### src/source/pf_pkg.sv
/*
 * Packet reorder filter shared types
 * Tag status and release walker encodings, plus the drop counter width
 */
package pf_pkg;

    // Verdict status held per reorder tag
    typedef enum logic [1:0] {
        STATUS_PENDING = 2'd0,  // Stored, no verdict yet
        STATUS_ACCEPT  = 2'd1,  // Forward to output stream
        STATUS_REJECT  = 2'd2   // Discard from buffer
    } pkt_status_e;

    // Release walker states
    typedef enum logic [1:0] {
        REL_IDLE         = 2'd0,  // Buffer empty, nothing to walk
        REL_WAIT_VERDICT = 2'd1,  // Head packet stored, status still pending
        REL_SEND         = 2'd2,  // Forwarding head packet
        REL_DISCARD      = 2'd3   // Dropping head packet
    } release_state_e;

    // Dropped packet counter width
    localparam int DROP_CNT_WIDTH = 16;

endpackage

### src/source/packet_reorder_filter.sv
/*
 * Packet reorder filter top level
 * Buffers snooped packets and releases accepted ones in arrival order
 */
`timescale 1ns/1ps

module packet_reorder_filter #(
    parameter int DATA_WIDTH    = 64,
    parameter int TAG_WIDTH     = 4,    // 16 tags in flight
    parameter int BEAT_DEPTH    = 64,
    parameter int MAX_PKT_BEATS = 8
) (
    input  logic                              clk,
    input  logic                              rst_n,

    // Snoop stream
    input  logic                              sn_valid,
    input  logic [DATA_WIDTH-1:0]             sn_data,
    input  logic                              sn_last,

    // Tag announcement toward the filter side
    output logic                              pkt_start,
    output logic [TAG_WIDTH-1:0]              pkt_tag,

    // Verdicts in any tag order
    input  logic                              verdict_valid,
    input  logic [TAG_WIDTH-1:0]              verdict_tag,
    input  logic                              verdict_accept,

    // Reordered output stream
    output logic                              cb_valid,
    output logic [DATA_WIDTH-1:0]             cb_data,
    output logic                              cb_last,
    output logic [TAG_WIDTH-1:0]              cb_tag,
    input  logic                              cb_ready,

    output logic [pf_pkg::DROP_CNT_WIDTH-1:0] num_packets_dropped
);

    logic                  head_valid;
    logic [DATA_WIDTH-1:0] head_data;
    logic                  head_last;
    logic                  head_pop;
    logic [TAG_WIDTH-1:0]  head_tag;
    pf_pkg::pkt_status_e   head_status;
    logic                  retire;
    logic [TAG_WIDTH-1:0]  retire_tag;

    packet_store #(
        .DATA_WIDTH   (DATA_WIDTH),
        .TAG_WIDTH    (TAG_WIDTH),
        .BEAT_DEPTH   (BEAT_DEPTH),
        .MAX_PKT_BEATS(MAX_PKT_BEATS)
    ) packet_store_inst (
        .clk                (clk),
        .rst_n              (rst_n),
        .sn_valid           (sn_valid),
        .sn_data            (sn_data),
        .sn_last            (sn_last),
        .head_pop           (head_pop),
        .retire             (retire),
        .pkt_start          (pkt_start),
        .pkt_tag            (pkt_tag),
        .head_valid         (head_valid),
        .head_data          (head_data),
        .head_last          (head_last),
        .num_packets_dropped(num_packets_dropped)
    );

    status_table #(
        .TAG_WIDTH(TAG_WIDTH)
    ) status_table_inst (
        .clk           (clk),
        .rst_n         (rst_n),
        .verdict_valid (verdict_valid),
        .verdict_tag   (verdict_tag),
        .verdict_accept(verdict_accept),
        .head_tag      (head_tag),
        .retire        (retire),
        .retire_tag    (retire_tag),
        .head_status   (head_status)
    );

    // Combines buffer head and tag status into the output stream
    release_ctrl #(
        .DATA_WIDTH(DATA_WIDTH),
        .TAG_WIDTH (TAG_WIDTH)
    ) release_ctrl_inst (
        .clk        (clk),
        .rst_n      (rst_n),
        .head_valid (head_valid),
        .head_data  (head_data),
        .head_last  (head_last),
        .head_pop   (head_pop),
        .head_tag   (head_tag),
        .head_status(head_status),
        .retire     (retire),
        .retire_tag (retire_tag),
        .cb_valid   (cb_valid),
        .cb_data    (cb_data),
        .cb_last    (cb_last),
        .cb_tag     (cb_tag),
        .cb_ready   (cb_ready)
    );

endmodule

### src/source/packet_store.sv
/*
 * Packet store
 * Cuts the snoop stream into packets, tags or drops each one, buffers beats in a ring
 */
`timescale 1ns/1ps

module packet_store #(
    parameter int DATA_WIDTH    = 64,
    parameter int TAG_WIDTH     = 4,
    parameter int BEAT_DEPTH    = 64,
    parameter int MAX_PKT_BEATS = 8
) (
    input  logic                              clk,
    input  logic                              rst_n,

    // Snoop stream, no back-pressure
    input  logic                              sn_valid,
    input  logic [DATA_WIDTH-1:0]             sn_data,
    input  logic                              sn_last,

    // From release walker
    input  logic                              head_pop,
    input  logic                              retire,

    // Tag announcement
    output logic                              pkt_start,
    output logic [TAG_WIDTH-1:0]              pkt_tag,

    // Oldest stored beat
    output logic                              head_valid,
    output logic [DATA_WIDTH-1:0]             head_data,
    output logic                              head_last,

    output logic [pf_pkg::DROP_CNT_WIDTH-1:0] num_packets_dropped
);

    localparam int PTR_WIDTH  = $clog2(BEAT_DEPTH);
    localparam int CNT_WIDTH  = $clog2(BEAT_DEPTH + 1);
    localparam int NUM_TAGS   = 1 << TAG_WIDTH;
    localparam int OUT_WIDTH  = TAG_WIDTH + 1;    // Must hold NUM_TAGS itself
    localparam int FILL_LIMIT = BEAT_DEPTH - MAX_PKT_BEATS;

    // Beat memory, last flag on top of data
    logic [DATA_WIDTH:0]  mem [BEAT_DEPTH];

    logic [PTR_WIDTH-1:0] wr_ptr;
    logic [PTR_WIDTH-1:0] rd_ptr;
    logic [CNT_WIDTH-1:0] fill;           // Beats currently stored
    logic [OUT_WIDTH-1:0] outstanding;    // Tagged packets not yet retired
    logic [TAG_WIDTH-1:0] next_tag;

    logic pkt_open;     // A packet is in progress on the snoop stream
    logic pkt_admit;    // The open packet was admitted

    logic first_beat;
    logic admit_ok;
    logic wr_en;
    logic do_pop;
    logic drop_evt;

    // Admission is decided once, at the first beat
    assign first_beat = sn_valid && !pkt_open;
    assign admit_ok   = (outstanding < OUT_WIDTH'(NUM_TAGS)) &&
                        (fill <= CNT_WIDTH'(FILL_LIMIT));
    assign pkt_start  = first_beat && admit_ok;
    assign pkt_tag    = next_tag;
    assign drop_evt   = first_beat && !admit_ok;

    // Later beats follow the verdict of the first one
    assign wr_en  = sn_valid && (first_beat ? admit_ok : pkt_admit);
    assign do_pop = head_pop && head_valid;

    // Packet framing on the snoop side
    always_ff @(posedge clk or negedge rst_n) begin
        if (!rst_n) begin
            pkt_open  <= 1'b0;
            pkt_admit <= 1'b0;
        end else if (sn_valid) begin
            pkt_open <= !sn_last;               // Single-beat packets never open
            if (first_beat)
                pkt_admit <= admit_ok;
        end
    end

    // Tag issue and in-flight count
    always_ff @(posedge clk or negedge rst_n) begin
        if (!rst_n) begin
            next_tag    <= '0;
            outstanding <= '0;
        end else begin
            if (pkt_start)
                next_tag <= next_tag + 1'b1;    // Wraps modulo NUM_TAGS
            case ({pkt_start, retire})
                2'b10:   outstanding <= outstanding + 1'b1;
                2'b01:   outstanding <= outstanding - 1'b1;
                default: outstanding <= outstanding;
            endcase
        end
    end

    // Ring pointers and fill level
    always_ff @(posedge clk or negedge rst_n) begin
        if (!rst_n) begin
            wr_ptr <= '0;
            rd_ptr <= '0;
            fill   <= '0;
        end else begin
            if (wr_en)
                wr_ptr <= (wr_ptr == PTR_WIDTH'(BEAT_DEPTH - 1)) ? '0 : wr_ptr + 1'b1;
            if (do_pop)
                rd_ptr <= (rd_ptr == PTR_WIDTH'(BEAT_DEPTH - 1)) ? '0 : rd_ptr + 1'b1;
            case ({wr_en, do_pop})
                2'b10:   fill <= fill + 1'b1;
                2'b01:   fill <= fill - 1'b1;
                default: fill <= fill;
            endcase
        end
    end

    always_ff @(posedge clk) begin
        if (wr_en)
            mem[wr_ptr] <= {sn_last, sn_data};
    end

    // Drop count shows up one cycle after the rejected first beat
    always_ff @(posedge clk or negedge rst_n) begin
        if (!rst_n)
            num_packets_dropped <= '0;
        else if (drop_evt)
            num_packets_dropped <= num_packets_dropped + 1'b1;
    end

    // Combinational head read
    assign head_valid = (fill != '0);
    assign head_data  = mem[rd_ptr][DATA_WIDTH-1:0];
    assign head_last  = mem[rd_ptr][DATA_WIDTH];

endmodule

### src/source/release_ctrl.sv
/*
 * Release controller
 * Walks the buffer head in tag order, forwarding accepted and dropping rejected packets
 */
`timescale 1ns/1ps

module release_ctrl #(
    parameter int DATA_WIDTH = 64,
    parameter int TAG_WIDTH  = 4
) (
    input  logic                  clk,
    input  logic                  rst_n,

    // Buffer head
    input  logic                  head_valid,
    input  logic [DATA_WIDTH-1:0] head_data,
    input  logic                  head_last,
    output logic                  head_pop,

    // Status lookup and retire
    output logic [TAG_WIDTH-1:0]  head_tag,
    input  pf_pkg::pkt_status_e   head_status,
    output logic                  retire,
    output logic [TAG_WIDTH-1:0]  retire_tag,

    // Output stream
    output logic                  cb_valid,
    output logic [DATA_WIDTH-1:0] cb_data,
    output logic                  cb_last,
    output logic [TAG_WIDTH-1:0]  cb_tag,
    input  logic                  cb_ready
);

    pf_pkg::release_state_e state;
    pf_pkg::release_state_e state_next;

    logic [TAG_WIDTH-1:0] exp_tag;    // Tag of the packet at the head
    logic                 out_free;   // Output register can take a beat
    logic                 load;

    assign out_free = !cb_valid || cb_ready;

    // Next state and pop decision
    always_comb begin
        state_next = state;
        head_pop   = 1'b0;
        case (state)
            pf_pkg::REL_IDLE: begin
                if (head_valid)
                    state_next = pf_pkg::REL_WAIT_VERDICT;
            end
            pf_pkg::REL_WAIT_VERDICT: begin
                if (head_status == pf_pkg::STATUS_ACCEPT)
                    state_next = pf_pkg::REL_SEND;
                else if (head_status == pf_pkg::STATUS_REJECT)
                    state_next = pf_pkg::REL_DISCARD;
            end
            pf_pkg::REL_SEND: begin
                head_pop = head_valid && out_free;     // One beat per cycle under ready
                if (head_pop && head_last)
                    state_next = pf_pkg::REL_IDLE;
            end
            pf_pkg::REL_DISCARD: begin
                head_pop = head_valid;                 // Drain at full rate
                if (head_pop && head_last)
                    state_next = pf_pkg::REL_IDLE;
            end
            default: state_next = pf_pkg::REL_IDLE;
        endcase
    end

    always_ff @(posedge clk or negedge rst_n) begin
        if (!rst_n)
            state <= pf_pkg::REL_IDLE;
        else
            state <= state_next;
    end

    // Packet is done once its last beat leaves the buffer
    assign retire     = head_pop && head_last;
    assign retire_tag = exp_tag;
    assign head_tag   = exp_tag;

    always_ff @(posedge clk or negedge rst_n) begin
        if (!rst_n)
            exp_tag <= '0;
        else if (retire)
            exp_tag <= exp_tag + 1'b1;   // Follows the store's tag order
    end

    // Output register, beats only load while forwarding
    assign load = head_pop && (state == pf_pkg::REL_SEND);

    always_ff @(posedge clk or negedge rst_n) begin
        if (!rst_n)
            cb_valid <= 1'b0;
        else if (load)
            cb_valid <= 1'b1;
        else if (cb_ready)
            cb_valid <= 1'b0;            // Transfer done, nothing new
    end

    // Payload holds while cb_valid waits for ready
    always_ff @(posedge clk) begin
        if (load) begin
            cb_data <= head_data;
            cb_last <= head_last;
            cb_tag  <= exp_tag;
        end
    end

endmodule

### src/source/status_table.sv
/*
 * Status table
 * One verdict entry per reorder tag, set by verdict strobes and cleared at retire
 */
`timescale 1ns/1ps

module status_table #(
    parameter int TAG_WIDTH = 4
) (
    input  logic                clk,
    input  logic                rst_n,

    // Verdict strobe from the filter side
    input  logic                verdict_valid,
    input  logic [TAG_WIDTH-1:0] verdict_tag,
    input  logic                verdict_accept,

    // Lookup for the packet at the buffer head
    input  logic [TAG_WIDTH-1:0] head_tag,

    // Retire of a fully released packet
    input  logic                retire,
    input  logic [TAG_WIDTH-1:0] retire_tag,

    output pf_pkg::pkt_status_e head_status
);

    localparam int NUM_TAGS = 1 << TAG_WIDTH;

    pf_pkg::pkt_status_e status_q [NUM_TAGS];

    pf_pkg::pkt_status_e verdict_status;

    assign verdict_status = verdict_accept ? pf_pkg::STATUS_ACCEPT : pf_pkg::STATUS_REJECT;

    always_ff @(posedge clk or negedge rst_n) begin
        if (!rst_n) begin
            for (int i = 0; i < NUM_TAGS; i++)
                status_q[i] <= pf_pkg::STATUS_PENDING;
        end else begin
            // Retire first so a same-cycle verdict on that entry wins
            if (retire)
                status_q[retire_tag] <= pf_pkg::STATUS_PENDING;
            if (verdict_valid)
                status_q[verdict_tag] <= verdict_status;
        end
    end

    // Visible one cycle after the strobe
    assign head_status = status_q[head_tag];

endmodule

### config.mk
export PLATFORM = sky130hd
export DESIGN_NAME = packet_reorder_filter
export DESIGN_NICKNAME = d
export VERILOG_FILES = /design/src/source/pf_pkg.sv /design/src/source/packet_reorder_filter.sv /design/src/source/packet_store.sv /design/src/source/release_ctrl.sv /design/src/source/status_table.sv
export SDC_FILE = /design/constraint.sdc
export NUM_CORES = 2
export LEC_CHECK = 0
export ABC_CLOCK_PERIOD_IN_PS = 10200
export BUFFER_PORTS_ARGS = -buffer_cell sky130_fd_sc_hd__buf_4
export CORE_MARGIN = 5
export CORE_UTILIZATION = 43
export CTS_BUF_LIST = sky130_fd_sc_hd__clkbuf_8 sky130_fd_sc_hd__clkbuf_16
export DETAILED_ROUTE_END_ITERATION = 6
export GPL_TIMING_DRIVEN = 0
export PLACE_DENSITY = 0.62
export SYNTH_ARGS = -nofsm -noshare
export SYNTH_HDL_FRONTEND = slang
export SYNTH_HIERARCHICAL = 1
export SYNTH_MEMORY_MAX_BITS = 65536
export SYNTH_SLANG_ARGS = --single-unit
### constraint.sdc
create_clock -name clk -period 10.2 [get_ports clk]
set_input_delay 1.02 -clock clk [delete_from_list [all_inputs] [get_ports clk]]
set_output_delay 1.02 -clock clk [all_outputs]
set_load 0.005 [all_outputs]
# [Word level (Yosys, flattened, before mapping)]
# Memory sizes are Yosys's and may differ from the RTL's.
# Cells that the tools add are included.
# W data, S select, Z words.
[totals] mem_count=1 input_bits=75 mem_bits_rw=4160 reg_bits=154
[op_classes] eq_ne=15 muxes=27 n_reduce_logical=24 add_sub_neg=9 n_lt_le_gt_ge=6 n_bitwise=4
[memory_table] memory="packet_store_inst.mem" words=64 width=65 rd=1 rd_ports_with_merged_regs=0 write_ports=1 line_no="packet_store.sv:44" text="logic [DATA_WIDTH:0] mem [BEAT_DEPTH];"
[ops] operator="$mux W32" count=2
[ops] operator="$and A32 B32 Y32" count=1
[ops] operator="$bwmux W32" count=1
[ops] operator="$not A32 Y32" count=1
[ops] operator="$mux W2" count=10
[ops] operator="$add A16 B1 Y16 const B" count=1
[ops] operator="$demux W2 S4" count=2
[ops] operator="$pmux W7 S2" count=1
[ops] operator="$logic_and A1 B1 Y1" count=13
[ops] operator="$add A6 B1 Y6 const B" count=2
[ops] operator="$eq A6 B6 Y1 const B" count=2
[ops] operator="$mux W6" count=2
[ops] operator="$eq A2 B2 Y1 const B" count=5
[ops] operator="$ge A5 B5 Y1 const B" count=2
[ops] operator="$lt A5 B1 Y1 const B" count=2
[ops] operator="$not A4 Y5" count=2
[ops] operator="$pmux W5 S2" count=1
[ops] operator="$add A4 B1 Y4 const B" count=2
[ops] operator="$bmux W2 S4" count=1
[ops] operator="$eq A2 B1 Y1 const B" count=4
[ops] operator="$pmux W2 S4" count=1
[ops] operator="$add A7 B1 Y7 const B" count=1
[ops] operator="$le A7 B6 Y1 const B" count=1
[ops] operator="$reduce_bool A7 Y1" count=1
[ops] operator="14 further kinds" count=24

# [Logic depth before layout (Yosys ltp)]
[logic_depth] depth_word=10 depth_mapped=20 ltp_nobuf=15

# [By module]
# The synthesis kept the hierarchy.
[by_module_without_submodules] module="packet_store" area_each_um2=160286.2 cells_each=7267 n_inst=1 seq_area_each_um2=126070.9
[by_module_without_submodules] module="release_ctrl" area_each_um2=2469.9 cells_each=106 n_inst=1 seq_area_each_um2=2247.2
[by_module_without_submodules] module="status_table" area_each_um2=1721.7 cells_each=144 n_inst=1 seq_area_each_um2=800.8

# [Least setup slack after synthesis]
# No wires, ideal clock.
[synth_path] path_type="input-to-reg" startpoint="input port cb_ready" endpoint="register release_ctrl_inst.cb_data[0], read port of packet_store_inst.mem (enable)" t_required_ps=9619 cell_stages=2 setup_time_ps=581 t_arrival_ps=5762 setup_slack_ps=3857 n_path_buf=0 cell_sequence="nor2b_1 -> nor3_1"
[synth_between] elab_chain_len=4
[synth_lines] item="from (decl)" line_no="packet_reorder_filter.sv:35" text="input logic cb_ready,"
[synth_lines] item="$logic_or A1 B1 Y1" line_no="release_ctrl.sv:41" text="assign out_free = !cb_valid || cb_ready;"
[synth_lines] item="$logic_and A1 B1 Y1" line_no="release_ctrl.sv:59" text="head_pop = head_valid && out_free;"
[synth_lines] item="$pmux W1 S2" line_no="release_ctrl.sv:47" text="case (state)"
[synth_lines] item="$logic_and A1 B1 Y1" line_no="release_ctrl.sv:92" text="assign load = head_pop && (state == pf_pkg::REL_SEND);"
[synth_lines] item="named net release_ctrl_inst.load" line_no="release_ctrl.sv:39" text="logic load;"
[synth_lines] item="to (decl)" line_no="release_ctrl.sv:28" text="output logic [DATA_WIDTH-1:0] cb_data,"
# The timed path passes the listed nets, and every way through them passes these cells.
# A chain may end at the register's enable or synchronous reset.

# [Worst setup path in the final report]
[layout_path] startpoint="register packet_store_inst.rd_ptr[2]" endpoint="register packet_store_inst.outstanding[4]"
[layout_between] elab_chain_len=4 elab_cells_between_ends=6 cone_classes="eq/ne (2); mux (1); reduce/logical (2); memory (1)"
[layout_lines] item="from (decl)" line_no="packet_store.sv:47" text="logic [PTR_WIDTH-1:0] rd_ptr;"
[layout_lines] item="from (signal assigned)" line_no="packet_store.sv:111" text="rd_ptr <= (rd_ptr == PTR_WIDTH'(BEAT_DEPTH - 1)) ? '0 : rd_ptr + 1'b1;"
[layout_lines] item="$mem_v2 Z64 W65 *"
[layout_lines] item="named net head_last" line_no="packet_reorder_filter.sv:42" text="logic head_last;"
[layout_lines] item="$logic_and A1 B1 Y1 *" line_no="release_ctrl.sv:80" text="assign retire = head_pop && head_last;"
[layout_lines] item="named net retire" line_no="packet_reorder_filter.sv:46" text="logic retire;"
[layout_lines] item="$eq A2 B1 Y1 / $eq A2 B2 Y1 (equally long branches)" line_no="packet_store.sv:93" text="case ({pkt_start, retire})"
[layout_lines] item="$pmux W5 S2 / $reduce_bool A2 Y1 (equally long branches)"
[layout_lines] item="to (signal assigned)" line_no="packet_store.sv:94" text="2'b10: outstanding <= outstanding + 1'b1;"
[layout_lines] item="to (signal assigned)" line_no="packet_store.sv:95" text="2'b01: outstanding <= outstanding - 1'b1;"
[layout_lines] item="to (signal assigned)" line_no="packet_store.sv:96" text="default: outstanding <= outstanding;"
[layout_lines] item="to (decl)" line_no="packet_store.sv:49" text="logic [OUT_WIDTH-1:0] outstanding;"
# Mark *: on every way through the listed nets, which the timed path passes. The rest lies on a longest branch.

==> flow_metrics.env <==
export IMPL_synthToLayoutAreaGrowth_pct=15.74
export IMPL_peakVddDrop_v=0.0001875
export IMPL_dieArea_um2=395000
export IMPL_switching_power_mw=16.92
export IMPL_chipWidth_um=628.5
export IMPL_start_kind="flip-flop"
export IMPL_seqPwrFrac_pct=39.5
export IMPL_slowest_delay_ns=0.90
export IMPL_cap_violations=0
export IMPL_grt_max_degree=86
export IMPL_fmax_mhz=150.6
export IMPL_fin_tns_setup_ns=0
export IMPL_initial_core_util_pct=43.09
export IMPL_worst_ep_required_time_ns=11.08
export IMPL_multiInputGateArea_um2=33300
export IMPL_mostFrequentLayoutCells="edfxtp_1 (4,229), mux4_2 (789), mux2i_1 (512), clkbuf_16 (430), o22ai_1 (242)"
export IMPL_drt_iter0_drc=11120
export IMPL_min_period_ns=6.641
export IMPL_cts_sinks=4314
export IMPL_antenna_left=0
export IMPL_place_inst=12920
export IMPL_final_cell_count_no_fill=13750
export IMPL_cts_resized=0
export IMPL_clkLatencyLatePin_ns=0.99
export IMPL_worstPathArrival_ns=7.52
export IMPL_slew_violations=0
export IMPL_yosysSeqAreaShare_pct=78.50
export IMPL_crit_chain="buf_4, buf_2, buf_2, clkbuf_1, mux4_2, a221oi_1, o211ai_1, o21a_1, nand3_1, nor2_4, ha_1, inv_1, fa_1, nor2b_1, o21ai_0, and3_1, nor3_1, xor2_1"
export IMPL_clock_skew_ns=0.07126
export IMPL_post_cts_buffers=0
export IMPL_path_depth=18
export IMPL_grt_setup_unrepaired="false"
export IMPL_intPower_mw=34.25
export IMPL_cp_common_cell="buf_2"
export IMPL_cts_hold_buffers=0
export IMPL_p_total_mw=51.17
export IMPL_yosysWarnings=6
export IMPL_synth_nets=7610
export IMPL_crit_slowest_cell="buf_2"
export IMPL_sw_frac_of_total_pct=33.07
export IMPL_cp_max_fo=12
export IMPL_finalWirelength_um=477800
export IMPL_final_common_cell="edfxtp_1"
export IMPL_ios=166
export IMPL_grtUsageTotal_pct=23.64
export IMPL_grt_met1_usage_pct=32.82
export IMPL_grt_antenna_before_repair=53
export IMPL_utilization_pct=49.87
export IMPL_hold_path_class="input pin to async pin"
export IMPL_hpwl_um=330400
export IMPL_worst_pin_slew_ns=1.389
export IMPL_grt_pass1_wl_um=661600
export IMPL_drive_gt1_share_pct=24.28
export IMPL_fillers=30140
export IMPL_comb_power_share_pct=30.6
export IMPL_postSynthAreaPerCell_um2=21.88
export IMPL_cts_tree="yes"
export IMPL_synth_seq_cells=4314
export IMPL_drc_errors=2
export IMPL_synth_cell_types=70
export IMPL_register_area_um2=129100
export IMPL_die_height_um=628.5
export IMPL_outcome="complete, but fails checks"
export IMPL_postSynth_asyncResetShare_pct=1.970
export IMPL_place_gp_congestion=0.8536
export IMPL_grt_busiest_layer="met2"
export IMPL_ys_flop_type="edfxtp_1"
export IMPL_crit_type="flip-flop to flip-flop"
export IMPL_first_global_vias=83840
export IMPL_powerDensity_nw_per_um2=268.8
export IMPL_core_um2=381700
export IMPL_use_met2_pct=37.07
export IMPL_wire_per_inst_um=34.76
export IMPL_drt_pass1_iter_count=7
export IMPL_vias=85690
export IMPL_rows=227
export IMPL_p_leak_nw=60.34
export IMPL_ctsRootBufferMaster="clkbuf_16"
export IMPL_setup_viol=0
export IMPL_port_buffers=165
export IMPL_clkTransAtPathRegs_ns=0.06
export IMPL_grt_ovfl_total=0
export IMPL_cp_top_family="buffers and inverters"
export IMPL_syn_area_um2=164500
export IMPL_synthCells=7517
export IMPL_via_per_inst=6.234
export IMPL_slew_limit_headroom_pct=7.397
export IMPL_synth_edf_count=4229
export IMPL_period_share_pct=65.11
export IMPL_cts_buffers=425
export IMPL_rr_worst_depth=18
export IMPL_cp_buffers_inverters=5
export IMPL_power_frac_clock_pct=29.8
export IMPL_violations="DRC"
export IMPL_grt_util_met3_pct=4.612
export IMPL_fin_nets=8404
export IMPL_finalHoldViolCount=0
export IMPL_cts_buffer_depth=4
export IMPL_critPathCaptureType="flip-flop"
export IMPL_cts_htree_levels=5
==> through the flow <==
stage | worst slack (ns) | instance area (µm²) | hold slack [ns]
after CTS | 3.742 | 190300 | 0.1974
final | 3.559 | 190400 | 0.2397
after floorplan | 3.857 | 164500 | 0.4426
after global routing | 3.505 | 190300 | 0.2488
after global placement | -3.327 | 172000 | 0.4610
after detailed placement | 3.800 | 176700 | 0.4669
==> metal layers <==
layer,vias up,routed length [µm]
met4,8,20930
met1,45910,184700
met3,945,48110
met2,5064,224100
li1,33760,-
met5,-,60
==> Yosys cell counts (30+ instances only) <==
| library cell | count | share of area, % |
|---|---|---|
| nor4_1 | 57 | 0.22 |
| buf_2 | 138 | 0.42 |
| o21ai_0 | 77 | 0.23 |
| mux2i_1 | 512 | 3.1 |
| a21oi_1 | 30 | 0.091 |
| a221oi_1 | 156 | 0.83 |
| edfxtp_1 | 4229 | 77 |
| a22oi_1 | 188 | 0.86 |
| o22ai_1 | 242 | 0.92 |
| a21o_1 | 51 | 0.23 |
| buf_4 | 54 | 0.25 |
| mux4_2 | 789 | 11 |
| o21a_1 | 55 | 0.25 |
| dfrtp_1 | 85 | 1.3 |
| nor2_1 | 85 | 0.19 |
| buf_1 | 35 | 0.080 |
| clkbuf_1 | 169 | 0.39 |
| o2111ai_1 | 48 | 0.26 |
| a31oi_1 | 49 | 0.19 |
| nand2_1 | 108 | 0.25 |
==> kinds of logic after synthesis <==
family	Yosys count	synth area share, %
compound gates	977	4.320
xor+xnor	33	0.1757
fa+ha+maj	18	0.1461
buf+inv	464	1.572
flops	4314	78.50
mux	1312	14.03
simple gates	399	1.251
==> power by group through the flow <==
stage                     Combinational [mW]  Sequential, mW  Clock [mW]
after global routing                    16.2            20.3        16.2
after floorplan                         8.74            20.6           0
after CTS                               15.6            20.2        15.5
after detailed placement                15.6            20.6           0
after global placement                  15.2            20.7           0
final                                   15.7            20.2        15.3
==> registers in the layout, summed over array words and instances, names as in the netlist <==
signal	count
release_ctrl_inst/head_tag	4
packet_store_inst/rd_ptr	6
release_ctrl_inst/cb_tag	4
packet_store_inst/wr_ptr	6
packet_store_inst/num_packets_dropped	16
release_ctrl_inst/cb_data	64
release_ctrl_inst/cb_last	1
packet_store_inst/pkt_open	1
packet_store_inst/mem	4160
packet_store_inst/fill	7
release_ctrl_inst/state	2
release_ctrl_inst/cb_valid	1
status_table_inst/status_q	32
packet_store_inst/outstanding	5
packet_store_inst/pkt_tag	4
packet_store_inst/pkt_admit	1
==> area by class of cell <==
class | instances | area share (%)
clock buffer | 433 | 5.674
clock inverter | 346 | 1.450
multi-input combinational | 2739 | 17.49
inverter | 21 | 0.04141
antenna | 44 | 0.05784
tap | 5038 | 3.311
buffer | 443 | 1.328
sequential | 4314 | 67.83
timing repair buffer | 367 | 2.821
==> worst paths after layout <==
kind	startpoint	end	slack [ns]
max	packet_store_inst/rd_ptr[2]	packet_store_inst/outstanding[4]	3.56
min	rst_n	packet_store_inst/num_packets_dropped[9]	0.24
max reg2reg	packet_store_inst/rd_ptr[2]	packet_store_inst/outstanding[4]	3.56
min reg2reg	packet_store_inst/num_packets_dropped[15]	packet_store_inst/num_packets_dropped[15]	0.48
max in group asynchronous	rst_n	status_table_inst/status_q[30]	9.16
min in group clk	sn_valid	packet_store_inst/pkt_open	0.27
(Power assumes the default switching activity.)
